## src/verilog/audio_pkg.sv

```systemverilog
// audio engine constants and the FSM state types of the fetch and mix stages
`default_nettype none

package audio_pkg;

    localparam int NCHAN     = 4;      // voices
    localparam int CHAN_W    = 2;      // voice index width
    localparam int VOL_W     = 7;      // unsigned volume
    localparam int PERIOD_W  = 15;
    localparam int LEN_W     = 15;     // sample words minus one
    localparam int DAC_W     = 8;
    localparam int ACC_W     = 18;     // mix accumulator
    localparam int VOL_SHIFT = 6;      // full volume is 64

    // one signed 8-bit sample, two of them per memory word
    typedef logic signed [7:0] sample_t;

    // round-robin memory fetcher
    typedef enum logic {
        FETCH_ISSUE,
        FETCH_WAIT
    } fetch_state_e;

    // two cycles per voice in the mixer
    typedef enum logic {
        MIX_MULT,
        MIX_ACCUM
    } mix_state_e;

endpackage

`default_nettype wire

```

## src/verilog/bus_pkg.sv

```systemverilog
// host bus and sample memory widths, word types and the register map
`default_nettype none

package bus_pkg;

    localparam int AXI_ADDR_W = 8;
    localparam int AXI_DATA_W = 32;
    localparam int MEM_ADDR_W = 16;

    typedef logic [MEM_ADDR_W-1:0] mem_addr_t;     // word address
    typedef logic [15:0]           mem_word_t;

    // word offset inside the 0x20 byte block of one voice
    typedef enum logic [2:0] {
        REG_CTRL,
        REG_VOL,
        REG_PERIOD,
        REG_START,
        REG_LENGTH
    } reg_sel_e;

    localparam logic [AXI_ADDR_W-1:0] STATUS_ADDR = 8'h80;   // sticky reload bits
    localparam logic [1:0]            RESP_OKAY   = 2'd0;
    localparam logic [1:0]            RESP_SLVERR = 2'd2;

endpackage

`default_nettype wire

```

## src/verilog/audio_ifs.sv

```systemverilog
// voice settings bundle and the current voice samples between the engine stages
`default_nettype none
`timescale 1ns/1ps

interface voice_cfg_if import audio_pkg::*, bus_pkg::*; ();

    logic [NCHAN-1:0]               enable;
    logic [NCHAN-1:0]               restart;    // one-cycle strobes
    logic [NCHAN-1:0][VOL_W-1:0]    vol_l;
    logic [NCHAN-1:0][VOL_W-1:0]    vol_r;
    logic [NCHAN-1:0][PERIOD_W-1:0] period;
    mem_addr_t [NCHAN-1:0]          start;
    logic [NCHAN-1:0][LEN_W-1:0]    length;
    logic [NCHAN-1:0]               reload;     // back from the fetch stage

    modport regs  (output enable, restart, vol_l, vol_r, period, start, length,
                   input reload);
    modport fetch (input enable, restart, period, start, length, output reload);
    modport mixer (input vol_l, vol_r);

endinterface

interface voice_out_if import audio_pkg::*; ();

    sample_t [NCHAN-1:0] sample;    // sample each voice is playing now

    modport source (output sample);
    modport sink   (input sample);

endinterface

`default_nettype wire

```

## src/verilog/audio_regs.sv

```systemverilog
// AXI4-Lite register block for the voice settings, restart strobes and reload status
`default_nettype none
`timescale 1ns/1ps

module audio_regs import audio_pkg::*, bus_pkg::*; (
    input  wire logic                  clk,
    input  wire logic                  reset_i,
    input  wire logic [AXI_ADDR_W-1:0] s_awaddr_i,
    input  wire logic                  s_awvalid_i,
    output      logic                  s_awready_o,
    input  wire logic [AXI_DATA_W-1:0] s_wdata_i,
    input  wire logic                  s_wvalid_i,
    output      logic                  s_wready_o,
    output      logic [1:0]            s_bresp_o,
    output      logic                  s_bvalid_o,
    input  wire logic                  s_bready_i,
    input  wire logic [AXI_ADDR_W-1:0] s_araddr_i,
    input  wire logic                  s_arvalid_i,
    output      logic                  s_arready_o,
    output      logic [AXI_DATA_W-1:0] s_rdata_o,
    output      logic [1:0]            s_rresp_o,
    output      logic                  s_rvalid_o,
    input  wire logic                  s_rready_i,
    voice_cfg_if.regs                  cfg
);

logic                  wr_fire;
logic                  rd_fire;
logic [CHAN_W-1:0]     wr_voice;
logic [CHAN_W-1:0]     rd_voice;
reg_sel_e              wr_sel;
reg_sel_e              rd_sel;
logic [NCHAN-1:0]      status;     // sticky reload flags
logic [AXI_DATA_W-1:0] rd_mux;

// true for the status word and the five words of each voice
function automatic logic map_ok(input logic [AXI_ADDR_W-1:0] a);
    if (a[AXI_ADDR_W-1]) begin
        return a == STATUS_ADDR;
    end
    return a[4:2] <= REG_LENGTH;
endfunction

// AW and W are taken together, and only with no response pending
assign wr_fire     = s_awvalid_i && s_wvalid_i && !s_bvalid_o;
assign s_awready_o = wr_fire;
assign s_wready_o  = wr_fire;
assign rd_fire     = s_arvalid_i && !s_rvalid_o;
assign s_arready_o = rd_fire;

assign wr_voice = s_awaddr_i[5 +: CHAN_W];
assign wr_sel   = reg_sel_e'(s_awaddr_i[4:2]);
assign rd_voice = s_araddr_i[5 +: CHAN_W];
assign rd_sel   = reg_sel_e'(s_araddr_i[4:2]);

always_comb begin
    rd_mux = '0;
    if (s_araddr_i == STATUS_ADDR) begin
        rd_mux[NCHAN-1:0] = status;
    end else if (!s_araddr_i[AXI_ADDR_W-1]) begin
        case (rd_sel)
            REG_CTRL:   rd_mux[0] = cfg.enable[rd_voice];
            REG_VOL: begin
                rd_mux[VOL_W-1:0] = cfg.vol_l[rd_voice];
                rd_mux[8 +: VOL_W] = cfg.vol_r[rd_voice];
            end
            REG_PERIOD: rd_mux[PERIOD_W-1:0] = cfg.period[rd_voice];
            REG_START:  rd_mux[MEM_ADDR_W-1:0] = cfg.start[rd_voice];
            REG_LENGTH: rd_mux[LEN_W-1:0] = cfg.length[rd_voice];
            default:    rd_mux = '0;    // holes in a voice block
        endcase
    end
end

always_ff @(posedge clk) begin
    if (reset_i) begin
        cfg.enable  <= '0;
        cfg.restart <= '0;
        cfg.vol_l   <= '0;
        cfg.vol_r   <= '0;
        cfg.period  <= '0;
        cfg.start   <= '0;
        cfg.length  <= '0;
        status      <= '0;
        s_bvalid_o  <= 1'b0;
        s_rvalid_o  <= 1'b0;
    end else begin
        cfg.restart <= '0;
        status      <= status | cfg.reload;
        if (wr_fire) begin
            s_bvalid_o <= 1'b1;
            if (s_awaddr_i == STATUS_ADDR) begin
                status <= (status & ~s_wdata_i[NCHAN-1:0]) | cfg.reload;  // new reloads win
            end else if (!s_awaddr_i[AXI_ADDR_W-1]) begin
                case (wr_sel)
                    REG_CTRL: begin
                        cfg.enable[wr_voice]  <= s_wdata_i[0];
                        cfg.restart[wr_voice] <= s_wdata_i[1];
                    end
                    REG_VOL: begin
                        cfg.vol_l[wr_voice] <= s_wdata_i[VOL_W-1:0];
                        cfg.vol_r[wr_voice] <= s_wdata_i[8 +: VOL_W];
                    end
                    REG_PERIOD: cfg.period[wr_voice] <= s_wdata_i[PERIOD_W-1:0];
                    REG_START:  cfg.start[wr_voice]  <= s_wdata_i[MEM_ADDR_W-1:0];
                    REG_LENGTH: cfg.length[wr_voice] <= s_wdata_i[LEN_W-1:0];
                    default: ;
                endcase
            end
        end else if (s_bready_i) begin
            s_bvalid_o <= 1'b0;
        end
        if (rd_fire) begin
            s_rvalid_o <= 1'b1;
        end else if (s_rready_i) begin
            s_rvalid_o <= 1'b0;
        end
    end
end

// response payload
always_ff @(posedge clk) begin
    if (wr_fire) begin
        s_bresp_o <= map_ok(s_awaddr_i) ? RESP_OKAY : RESP_SLVERR;
    end
    if (rd_fire) begin
        s_rdata_o <= rd_mux;
        s_rresp_o <= map_ok(s_araddr_i) ? RESP_OKAY : RESP_SLVERR;
    end
end

endmodule

`default_nettype wire

```

## src/verilog/voice_fetch.sv

```systemverilog
// voice sequencing with period and length counters and the round-robin sample fetcher
`default_nettype none
`timescale 1ns/1ps

module voice_fetch import audio_pkg::*, bus_pkg::*; (
    input  wire logic       clk,
    input  wire logic       reset_i,
    voice_cfg_if.fetch      cfg,
    voice_out_if.source     smp,
    output      logic       mem_req_o,
    output      mem_addr_t  mem_addr_o,
    input  wire logic       mem_ack_i,
    input  wire mem_word_t  mem_data_i
);

logic [NCHAN-1:0][PERIOD_W:0] period_cnt;    // msb set means expired
logic [NCHAN-1:0][LEN_W:0]    length_cnt;    // msb set means reload
logic [NCHAN-1:0][LEN_W:0]    len_next;
mem_addr_t [NCHAN-1:0]        addr;          // next word to fetch
mem_word_t [NCHAN-1:0]        buff;
sample_t [NCHAN-1:0]          low_byte;      // second sample of the word
logic [NCHAN-1:0]             second;        // next expiry plays the low byte
logic [NCHAN-1:0]             fetch;         // word wanted and not yet issued
logic [NCHAN-1:0]             buff_ok;
logic [NCHAN-1:0]             expire;
logic [NCHAN-1:0]             issue_hit;
logic [NCHAN-1:0]             ack_hit;
logic [CHAN_W-1:0]            fchan;
fetch_state_e                 fstate;

always_comb begin
    for (int i = 0; i < NCHAN; i++) begin
        len_next[i]  = length_cnt[i] - 1'b1;
        expire[i]    = period_cnt[i][PERIOD_W] && cfg.enable[i];
        issue_hit[i] = fstate == FETCH_ISSUE && fchan == CHAN_W'(i) && fetch[i] && !buff_ok[i];
        ack_hit[i]   = fstate == FETCH_WAIT && fchan == CHAN_W'(i) && mem_req_o && mem_ack_i;
    end
end

always_ff @(posedge clk) begin
    if (reset_i) begin
        period_cnt <= '0;
        length_cnt <= '0;
        addr       <= '0;
        buff       <= '0;
        low_byte   <= '0;
        second     <= '0;
        fetch      <= '0;
        buff_ok    <= '0;
        smp.sample <= '0;
        cfg.reload <= '0;
    end else begin
        for (int i = 0; i < NCHAN; i++) begin
            cfg.reload[i] <= 1'b0;
            period_cnt[i] <= period_cnt[i] - 1'b1;
            if (issue_hit[i]) begin
                fetch[i] <= 1'b0;                        // handed to the fetcher
            end
            if (expire[i]) begin
                second[i]     <= !second[i];
                period_cnt[i] <= {1'b0, cfg.period[i]};
                smp.sample[i] <= second[i] ? low_byte[i] : sample_t'(buff[i][15:8]);
                low_byte[i]   <= buff[i][7:0];
                buff_ok[i]    <= 1'b0;
                // a word still waiting for the fetcher keeps its address
                if (second[i] && (!(fetch[i] && !issue_hit[i]) || length_cnt[i][LEN_W])) begin
                    fetch[i] <= 1'b1;
                    if (length_cnt[i][LEN_W] || len_next[i][LEN_W]) begin
                        addr[i]       <= cfg.start[i];
                        length_cnt[i] <= {1'b0, cfg.length[i]};
                        cfg.reload[i] <= 1'b1;
                    end else begin
                        addr[i]       <= addr[i] + 1'b1;
                        length_cnt[i] <= len_next[i];
                    end
                end
            end
            if (ack_hit[i]) begin
                buff[i]    <= mem_data_i;
                buff_ok[i] <= 1'b1;
            end
            if (cfg.restart[i]) begin
                length_cnt[i][LEN_W]    <= 1'b1;    // force reload
                period_cnt[i][PERIOD_W] <= 1'b1;    // force expiry
                buff_ok[i]              <= 1'b0;
                second[i]               <= 1'b1;
            end
            if (!cfg.enable[i]) begin
                length_cnt[i][LEN_W]    <= 1'b1;
                period_cnt[i][PERIOD_W] <= 1'b1;
                second[i]               <= 1'b0;
                fetch[i]                <= 1'b0;    // no new requests while off
            end
        end
    end
end

// one voice per visit, the wait stretches while a request is open
always_ff @(posedge clk) begin
    if (reset_i) begin
        fstate     <= FETCH_ISSUE;
        fchan      <= '0;
        mem_req_o  <= 1'b0;
        mem_addr_o <= '0;
    end else begin
        case (fstate)
            FETCH_ISSUE: begin
                mem_addr_o <= addr[fchan];
                mem_req_o  <= issue_hit[fchan];
                fstate     <= FETCH_WAIT;
            end
            FETCH_WAIT: begin
                if (!mem_req_o || mem_ack_i) begin
                    mem_req_o <= 1'b0;
                    fchan     <= fchan + 1'b1;
                    fstate    <= FETCH_ISSUE;
                end
            end
            default: fstate <= FETCH_ISSUE;
        endcase
    end
end

endmodule

`default_nettype wire

```

## src/verilog/voice_mixer.sv

```systemverilog
// time-multiplexed multiply-accumulate of all voices into clamped unsigned DAC levels
`default_nettype none
`timescale 1ns/1ps

module voice_mixer import audio_pkg::*; (
    input  wire logic             clk,
    input  wire logic             reset_i,
    voice_cfg_if.mixer            cfg,
    voice_out_if.sink             smp,
    output      logic [DAC_W-1:0] level_l_o,
    output      logic [DAC_W-1:0] level_r_o
);

mix_state_e                mstate;
logic [CHAN_W-1:0]         mchan;
sample_t                   smp_q;
logic signed [VOL_W:0]     vol_l_q;    // always positive
logic signed [VOL_W:0]     vol_r_q;
logic signed [15:0]        prod_l;
logic signed [15:0]        prod_r;
logic signed [ACC_W-1:0]   acc_l;
logic signed [ACC_W-1:0]   acc_r;

// clamp to the 8-bit signed range after the volume shift, then offset to unsigned
function automatic logic [DAC_W-1:0] to_level(input logic signed [ACC_W-1:0] acc);
    if (acc < -(128 <<< VOL_SHIFT)) begin
        return '0;
    end
    if (acc > (127 <<< VOL_SHIFT)) begin
        return '1;
    end
    return DAC_W'(acc >>> VOL_SHIFT) ^ {1'b1, {(DAC_W-1){1'b0}}};
endfunction

assign prod_l = smp_q * vol_l_q;
assign prod_r = smp_q * vol_r_q;

always_ff @(posedge clk) begin
    if (reset_i) begin
        mstate    <= MIX_MULT;
        mchan     <= '0;
        smp_q     <= '0;
        vol_l_q   <= '0;
        vol_r_q   <= '0;
        acc_l     <= '0;
        acc_r     <= '0;
        level_l_o <= 8'h80;     // silence
        level_r_o <= 8'h80;
    end else begin
        case (mstate)
            MIX_MULT: begin
                if (mchan == '0) begin      // round complete
                    level_l_o <= to_level(acc_l);
                    level_r_o <= to_level(acc_r);
                    acc_l     <= '0;
                    acc_r     <= '0;
                end
                smp_q   <= smp.sample[mchan];
                vol_l_q <= signed'({1'b0, cfg.vol_l[mchan]});
                vol_r_q <= signed'({1'b0, cfg.vol_r[mchan]});
                mstate  <= MIX_ACCUM;
            end
            MIX_ACCUM: begin
                acc_l  <= acc_l + ACC_W'(prod_l);
                acc_r  <= acc_r + ACC_W'(prod_r);
                mchan  <= mchan + 1'b1;
                mstate <= MIX_MULT;
            end
            default: mstate <= MIX_MULT;
        endcase
    end
end

endmodule

`default_nettype wire

```

## src/verilog/pdm_dac.sv

```systemverilog
// first-order delta-sigma converter from an unsigned level to a pulse-density bit
`default_nettype none
`timescale 1ns/1ps

module pdm_dac import audio_pkg::*; (
    input  wire logic             clk,
    input  wire logic             reset_i,
    input  wire logic [DAC_W-1:0] level_i,
    output      logic             pulse_o
);

logic [DAC_W:0] acc;    // carry on top

always_ff @(posedge clk) begin
    if (reset_i) begin
        acc <= '0;
    end else begin
        acc <= {1'b0, acc[DAC_W-1:0]} + {1'b0, level_i};
    end
end

assign pulse_o = acc[DAC_W];

endmodule

`default_nettype wire

```

## src/verilog/audio_top.sv

```systemverilog
// four-voice sample playback engine with AXI4-Lite host port and PDM outputs
`default_nettype none
`timescale 1ns/1ps

module audio_top import audio_pkg::*, bus_pkg::*; (
    input  wire logic                  clk,
    input  wire logic                  reset_i,
    input  wire logic [AXI_ADDR_W-1:0] s_awaddr_i,
    input  wire logic                  s_awvalid_i,
    output      logic                  s_awready_o,
    input  wire logic [AXI_DATA_W-1:0] s_wdata_i,
    input  wire logic                  s_wvalid_i,
    output      logic                  s_wready_o,
    output      logic [1:0]            s_bresp_o,
    output      logic                  s_bvalid_o,
    input  wire logic                  s_bready_i,
    input  wire logic [AXI_ADDR_W-1:0] s_araddr_i,
    input  wire logic                  s_arvalid_i,
    output      logic                  s_arready_o,
    output      logic [AXI_DATA_W-1:0] s_rdata_o,
    output      logic [1:0]            s_rresp_o,
    output      logic                  s_rvalid_o,
    input  wire logic                  s_rready_i,
    output      logic                  mem_req_o,
    output      mem_addr_t             mem_addr_o,
    input  wire logic                  mem_ack_i,
    input  wire mem_word_t             mem_data_i,
    output      logic                  pdm_l_o,
    output      logic                  pdm_r_o
);

voice_cfg_if cfg_if ();
voice_out_if smp_if ();

logic [DAC_W-1:0] level_l;
logic [DAC_W-1:0] level_r;

audio_regs u_regs (
    .clk(clk), .reset_i(reset_i),
    .s_awaddr_i(s_awaddr_i), .s_awvalid_i(s_awvalid_i), .s_awready_o(s_awready_o),
    .s_wdata_i(s_wdata_i), .s_wvalid_i(s_wvalid_i), .s_wready_o(s_wready_o),
    .s_bresp_o(s_bresp_o), .s_bvalid_o(s_bvalid_o), .s_bready_i(s_bready_i),
    .s_araddr_i(s_araddr_i), .s_arvalid_i(s_arvalid_i), .s_arready_o(s_arready_o),
    .s_rdata_o(s_rdata_o), .s_rresp_o(s_rresp_o), .s_rvalid_o(s_rvalid_o),
    .s_rready_i(s_rready_i),
    .cfg(cfg_if)
);

voice_fetch u_fetch (
    .clk(clk), .reset_i(reset_i),
    .cfg(cfg_if), .smp(smp_if),
    .mem_req_o(mem_req_o), .mem_addr_o(mem_addr_o),
    .mem_ack_i(mem_ack_i), .mem_data_i(mem_data_i)
);

voice_mixer u_mixer (
    .clk(clk), .reset_i(reset_i),
    .cfg(cfg_if), .smp(smp_if),
    .level_l_o(level_l), .level_r_o(level_r)
);

pdm_dac u_dac_l (.clk(clk), .reset_i(reset_i), .level_i(level_l), .pulse_o(pdm_l_o));
pdm_dac u_dac_r (.clk(clk), .reset_i(reset_i), .level_i(level_r), .pulse_o(pdm_r_o));

endmodule

`default_nettype wire

```

## config.mk

```make
export PLATFORM = sky130hd
export DESIGN_NAME = audio_top
export DESIGN_NICKNAME = d
export VERILOG_FILES = /design/src/verilog/audio_pkg.sv /design/src/verilog/bus_pkg.sv /design/src/verilog/audio_ifs.sv /design/src/verilog/audio_regs.sv /design/src/verilog/voice_fetch.sv /design/src/verilog/voice_mixer.sv /design/src/verilog/pdm_dac.sv /design/src/verilog/audio_top.sv
export SDC_FILE = /design/constraint.sdc
export NUM_CORES = 2
export LEC_CHECK = 0
export BUFFER_PORTS_ARGS = -buffer_cell sky130_fd_sc_hd__buf_2
export CORE_ASPECT_RATIO = 1.75
export CORE_MARGIN = 2
export CORE_UTILIZATION = 35
export DETAILED_ROUTE_END_ITERATION = 12
export GPL_TIMING_DRIVEN = 0
export PLACE_DENSITY = 0.59
export SETUP_SLACK_MARGIN = 0.2
export SYNTH_ARGS = -nofsm -noshare
export SYNTH_HDL_FRONTEND = slang
export SYNTH_SLANG_ARGS = --single-unit
export TNS_END_PERCENT = 50
```

## constraint.sdc

```tcl
create_clock -name clk -period 12.5 [get_ports clk]
set_input_delay 0.625 -clock clk [delete_from_list [all_inputs] [get_ports clk]]
set_output_delay 0.625 -clock clk [all_outputs]
set_load 0.03 [all_outputs]
```

==> impl_metrics.toml <==
[power_and_ir_drop]
vdd_drop_max_mv = 0.0829
pwr-share-clk_pct = 44.3
power.leakage_nw = 16.3
finalPower_mw = 5.22
power_frac_seq_pct = 46.5
power_frac_comb_pct = 9.2
intPower_mw = 3.80
switchingPower_mw = 1.42
switching_share_pct = 27.1
power.density_nw_per_um2 = 118

[critical_path]
cp-start-kind = "flop"
crit_required_ns = 13.06
end_kind = "flop"
cp_slowest_cell = "and2_1"
crit_fanout = 11
crit_path_frequent_cell = "inv_1"
cp.arrival_ns = 6.75
critPathKind = "flop to flop"
slowest_delay_ns = 0.74
cp_cell_sequence = "clkbuf_1 > and2_1 > inv_1 > fa_1 > inv_1 > fa_1 > fa_1 > inv_1 > fa_1 > inv_1 > ha_1 > inv_1 > o31ai_1 > a31oi_1 > o31ai_1 > xnor2_1 > o21ai_0"

[timing]
period_minus_slack_ns = 6.19
setup_ws_ns = 6.31
setup_viol = 0
slew-limit-headroom_pct = -4.15
fmax_mhz = 162
maxSlewViolCount = 21
fin_skew_ns = 0.0477
worstMarginPinSlew_ns = 1.56
rsz0062_at_grt = "false"
hold_viol = 0
tns_ns = 0
min_period_over_period_pct = 49.5

[clocking]
insertion_delay_ns = 0.71
post_cts_buffers = 0
htreeDepth = 3
clk_pin_slew_worst_paths_ns = 0.06
cts_tree = "yes"
cts_buffer_depth = 3
root_buffer = "clkbuf_16"
postCtsHoldBufs = 0
ctsResizeCount = 0
cts_buffers = 74
numClockSinks = 723

[global_routing]
top_usage_layer = "met2"
antenna_found_initial = 12
grt_util_met1_pct = 27.7
grt_usage_pct = 28.6
grt_util_met3_pct = 5.07
met2_usage_pct = 50.1
grt_max_degree = 16
grt_pass1_wl_um = 238000
gr-total-overflow = 0
grt_pass1_vias = 35144

[synthesis]
yosys-top-cells-area = "dfxtp_1 (36%), fa_1 (7.2%), nand2_1 (6.9%)"
yosys.area.top_type_share_pct = 35.9
synth_enable_flop_cells = 18
synth_cells = 4583
synth-seq-cells = 723
synth_cell_type_count = 78
yosysTopAreaCell = "dfxtp_1"
synth_top_flop_cell = "dfxtp_1"
synth_area_um2 = 39300
syn_area_per_cell_um2 = 8.58
async_reset_ff_share_pct = 0
yosysWarnings = 0
ys_seq_area_share_pct = 37.3

[drt]
drc = 0
finalWirelength_um = 166000
num_vias = 35136
drtAntennaViolNets = 0
wl_per_cell_um = 26.4
initialDrtViolationCount = 2720
avgViaCountPerCell = 5.58
first_pass_iters = 7

[finish]
area_growth_pct = 12.1
num-nets-final = 5084
drive_above_1_share_pct = 7.55
fillers = 11494
final_common_cell = "nand2_1"
fin_cells = 6297
mostFrequentLayoutCells = "nand2_1 (724), dfxtp_1 (705), a21oi_1 (436), nor2_1 (394), clkbuf_1 (300)"
final_cell_area_um2 = 44100

[place]
place_area_um2 = 41700
place.gp.congestion = 1.05
port-buffer-count = 80
place_inst = 6157
place_ws_ns = 6.40
dp_hpwl_um = 131000

[floorplanning]
rows = 162
start_util_pct = 35.3
core_area_um2 = 111000
die-area_um2 = 115000
fp.dieW_um = 257
die_height_um = 448
boundaryPins = 132

[min_path]
min_path_type = "input port to flop"

[outcome]
violations = "max-capacitance violations, max-slew violations"
outcome = "finished, violations left"

[flow_run]
cap_violations = 3
==> metrics by stage <==
step | hold slack [ns] | utilization [%]
2_1_floorplan | 0.401 | -
3_3_place_gp | 0.409 | 37.4
3_5_place_dp | 0.410 | 37.4
4_1_cts | 0.0937 | 39.5
5_1_grt | 0.131 | 39.5
6_report | 0.120 | 39.6
==> synth_stat cells (all sizes together) (15+ instances only) <==
master / instances
o21ai: 145
xnor2: 61
edfxtp: 18
a21oi: 436
fa: 142
dfxtp: 705
a31oi: 23
a211oi: 118
clkbuf: 288
and3: 21
inv: 278
nand2: 724
nor2b: 39
nand4: 16
and2: 95
o22ai: 31
xor2: 27
nand3: 153
buf: 49
nor3: 92
mux4: 98
a21o: 29
nand2b: 36
a22oi: 41
ha: 113
or3: 27
o31ai: 15
mux2i: 167
nor4: 21
nor2: 394
o2bb2ai: 15
==> power groups by stage <==
stage                     clock [mW]  combinational [mW]  sequential [mW]
after global routing            2.40               0.509             2.44
after detailed placement           0               0.473             2.48
after global placement             0               0.465             2.48
after CTS                       2.32               0.475             2.43
after floorplan                    0               0.306             2.47
final                           2.31               0.480             2.43
==> cell type report <==
cell class	instances	area (um^2)	share of cell area, %
Sequential cell	723	14700	33.2
Inverter	280	1050	2.38
Timing Repair Buffer	81	428	0.970
Clock buffer	96	2030	4.59
Tap cell	1476	1850	4.19
Buffer	337	1360	3.07
Multi-Input combinational cell	3260	22300	50.7
Clock inverter	33	360	0.817
Antenna cell	11	27.5	0.0624
==> routing by layer <==
| metal | wire length, um | vias up |
|---|---|---|
| met2 | 81500 | 1460 |
| met4 | 19900 | 10 |
| met3 | 10300 | 610 |
| met5 | 66 | - |
| li1 | - | 16061 |
| met1 | 54300 | 16995 |
==> path summary, 6_finish.rpt <==
path	startpoint	end	slack [ns]	cells after the start
setup reg to reg	u_mixer.smp_q[7]	u_mixer.acc_r[16]	6.31	17
hold reg to reg	u_regs.cfg.restart[2]	u_fetch.buff_ok[2]	0.41	1
hold / removal	s_rready_i	u_regs.s_rvalid_o	0.12	2
setup / recovery	u_mixer.smp_q[7]	u_mixer.acc_r[16]	6.31	17
==> flip-flops by register name, summed over array words and instances (netlist names), 28 cells and up <==
register            count
u_fetch.low_byte       32
u_fetch.addr           64
u_fetch.smp.sample     32
u_fetch.buff           64
u_fetch.length_cnt     64
u_regs.cfg.period      60
u_regs.cfg.length      60
u_regs.cfg.start       64
u_regs.cfg.vol_r       28
u_regs.cfg.vol_l       28
u_fetch.period_cnt     64
==> logic make-up after synthesis <==
group	count (synthesis)	synth area share, %
flops	723	37.3
buf+inv	617	6.11
simple gates	1674	19.1
mux	278	10.2
fa+ha+maj	255	10.8
other cells	1	0.00953
xor+xnor	88	1.96
compound gates	947	14.5
==> worst max-delay path, delay by kind of cell (launching register included) <==
family	cells	cell delay [ns]
compound gates	4	1.26
xor+xnor	1	0.16
fa+ha+maj	5	2.33
buf+inv	6	0.99
flops	1	0.55
simple gates	1	0.74
No activity file was read; power rests on OpenSTA's default activity.
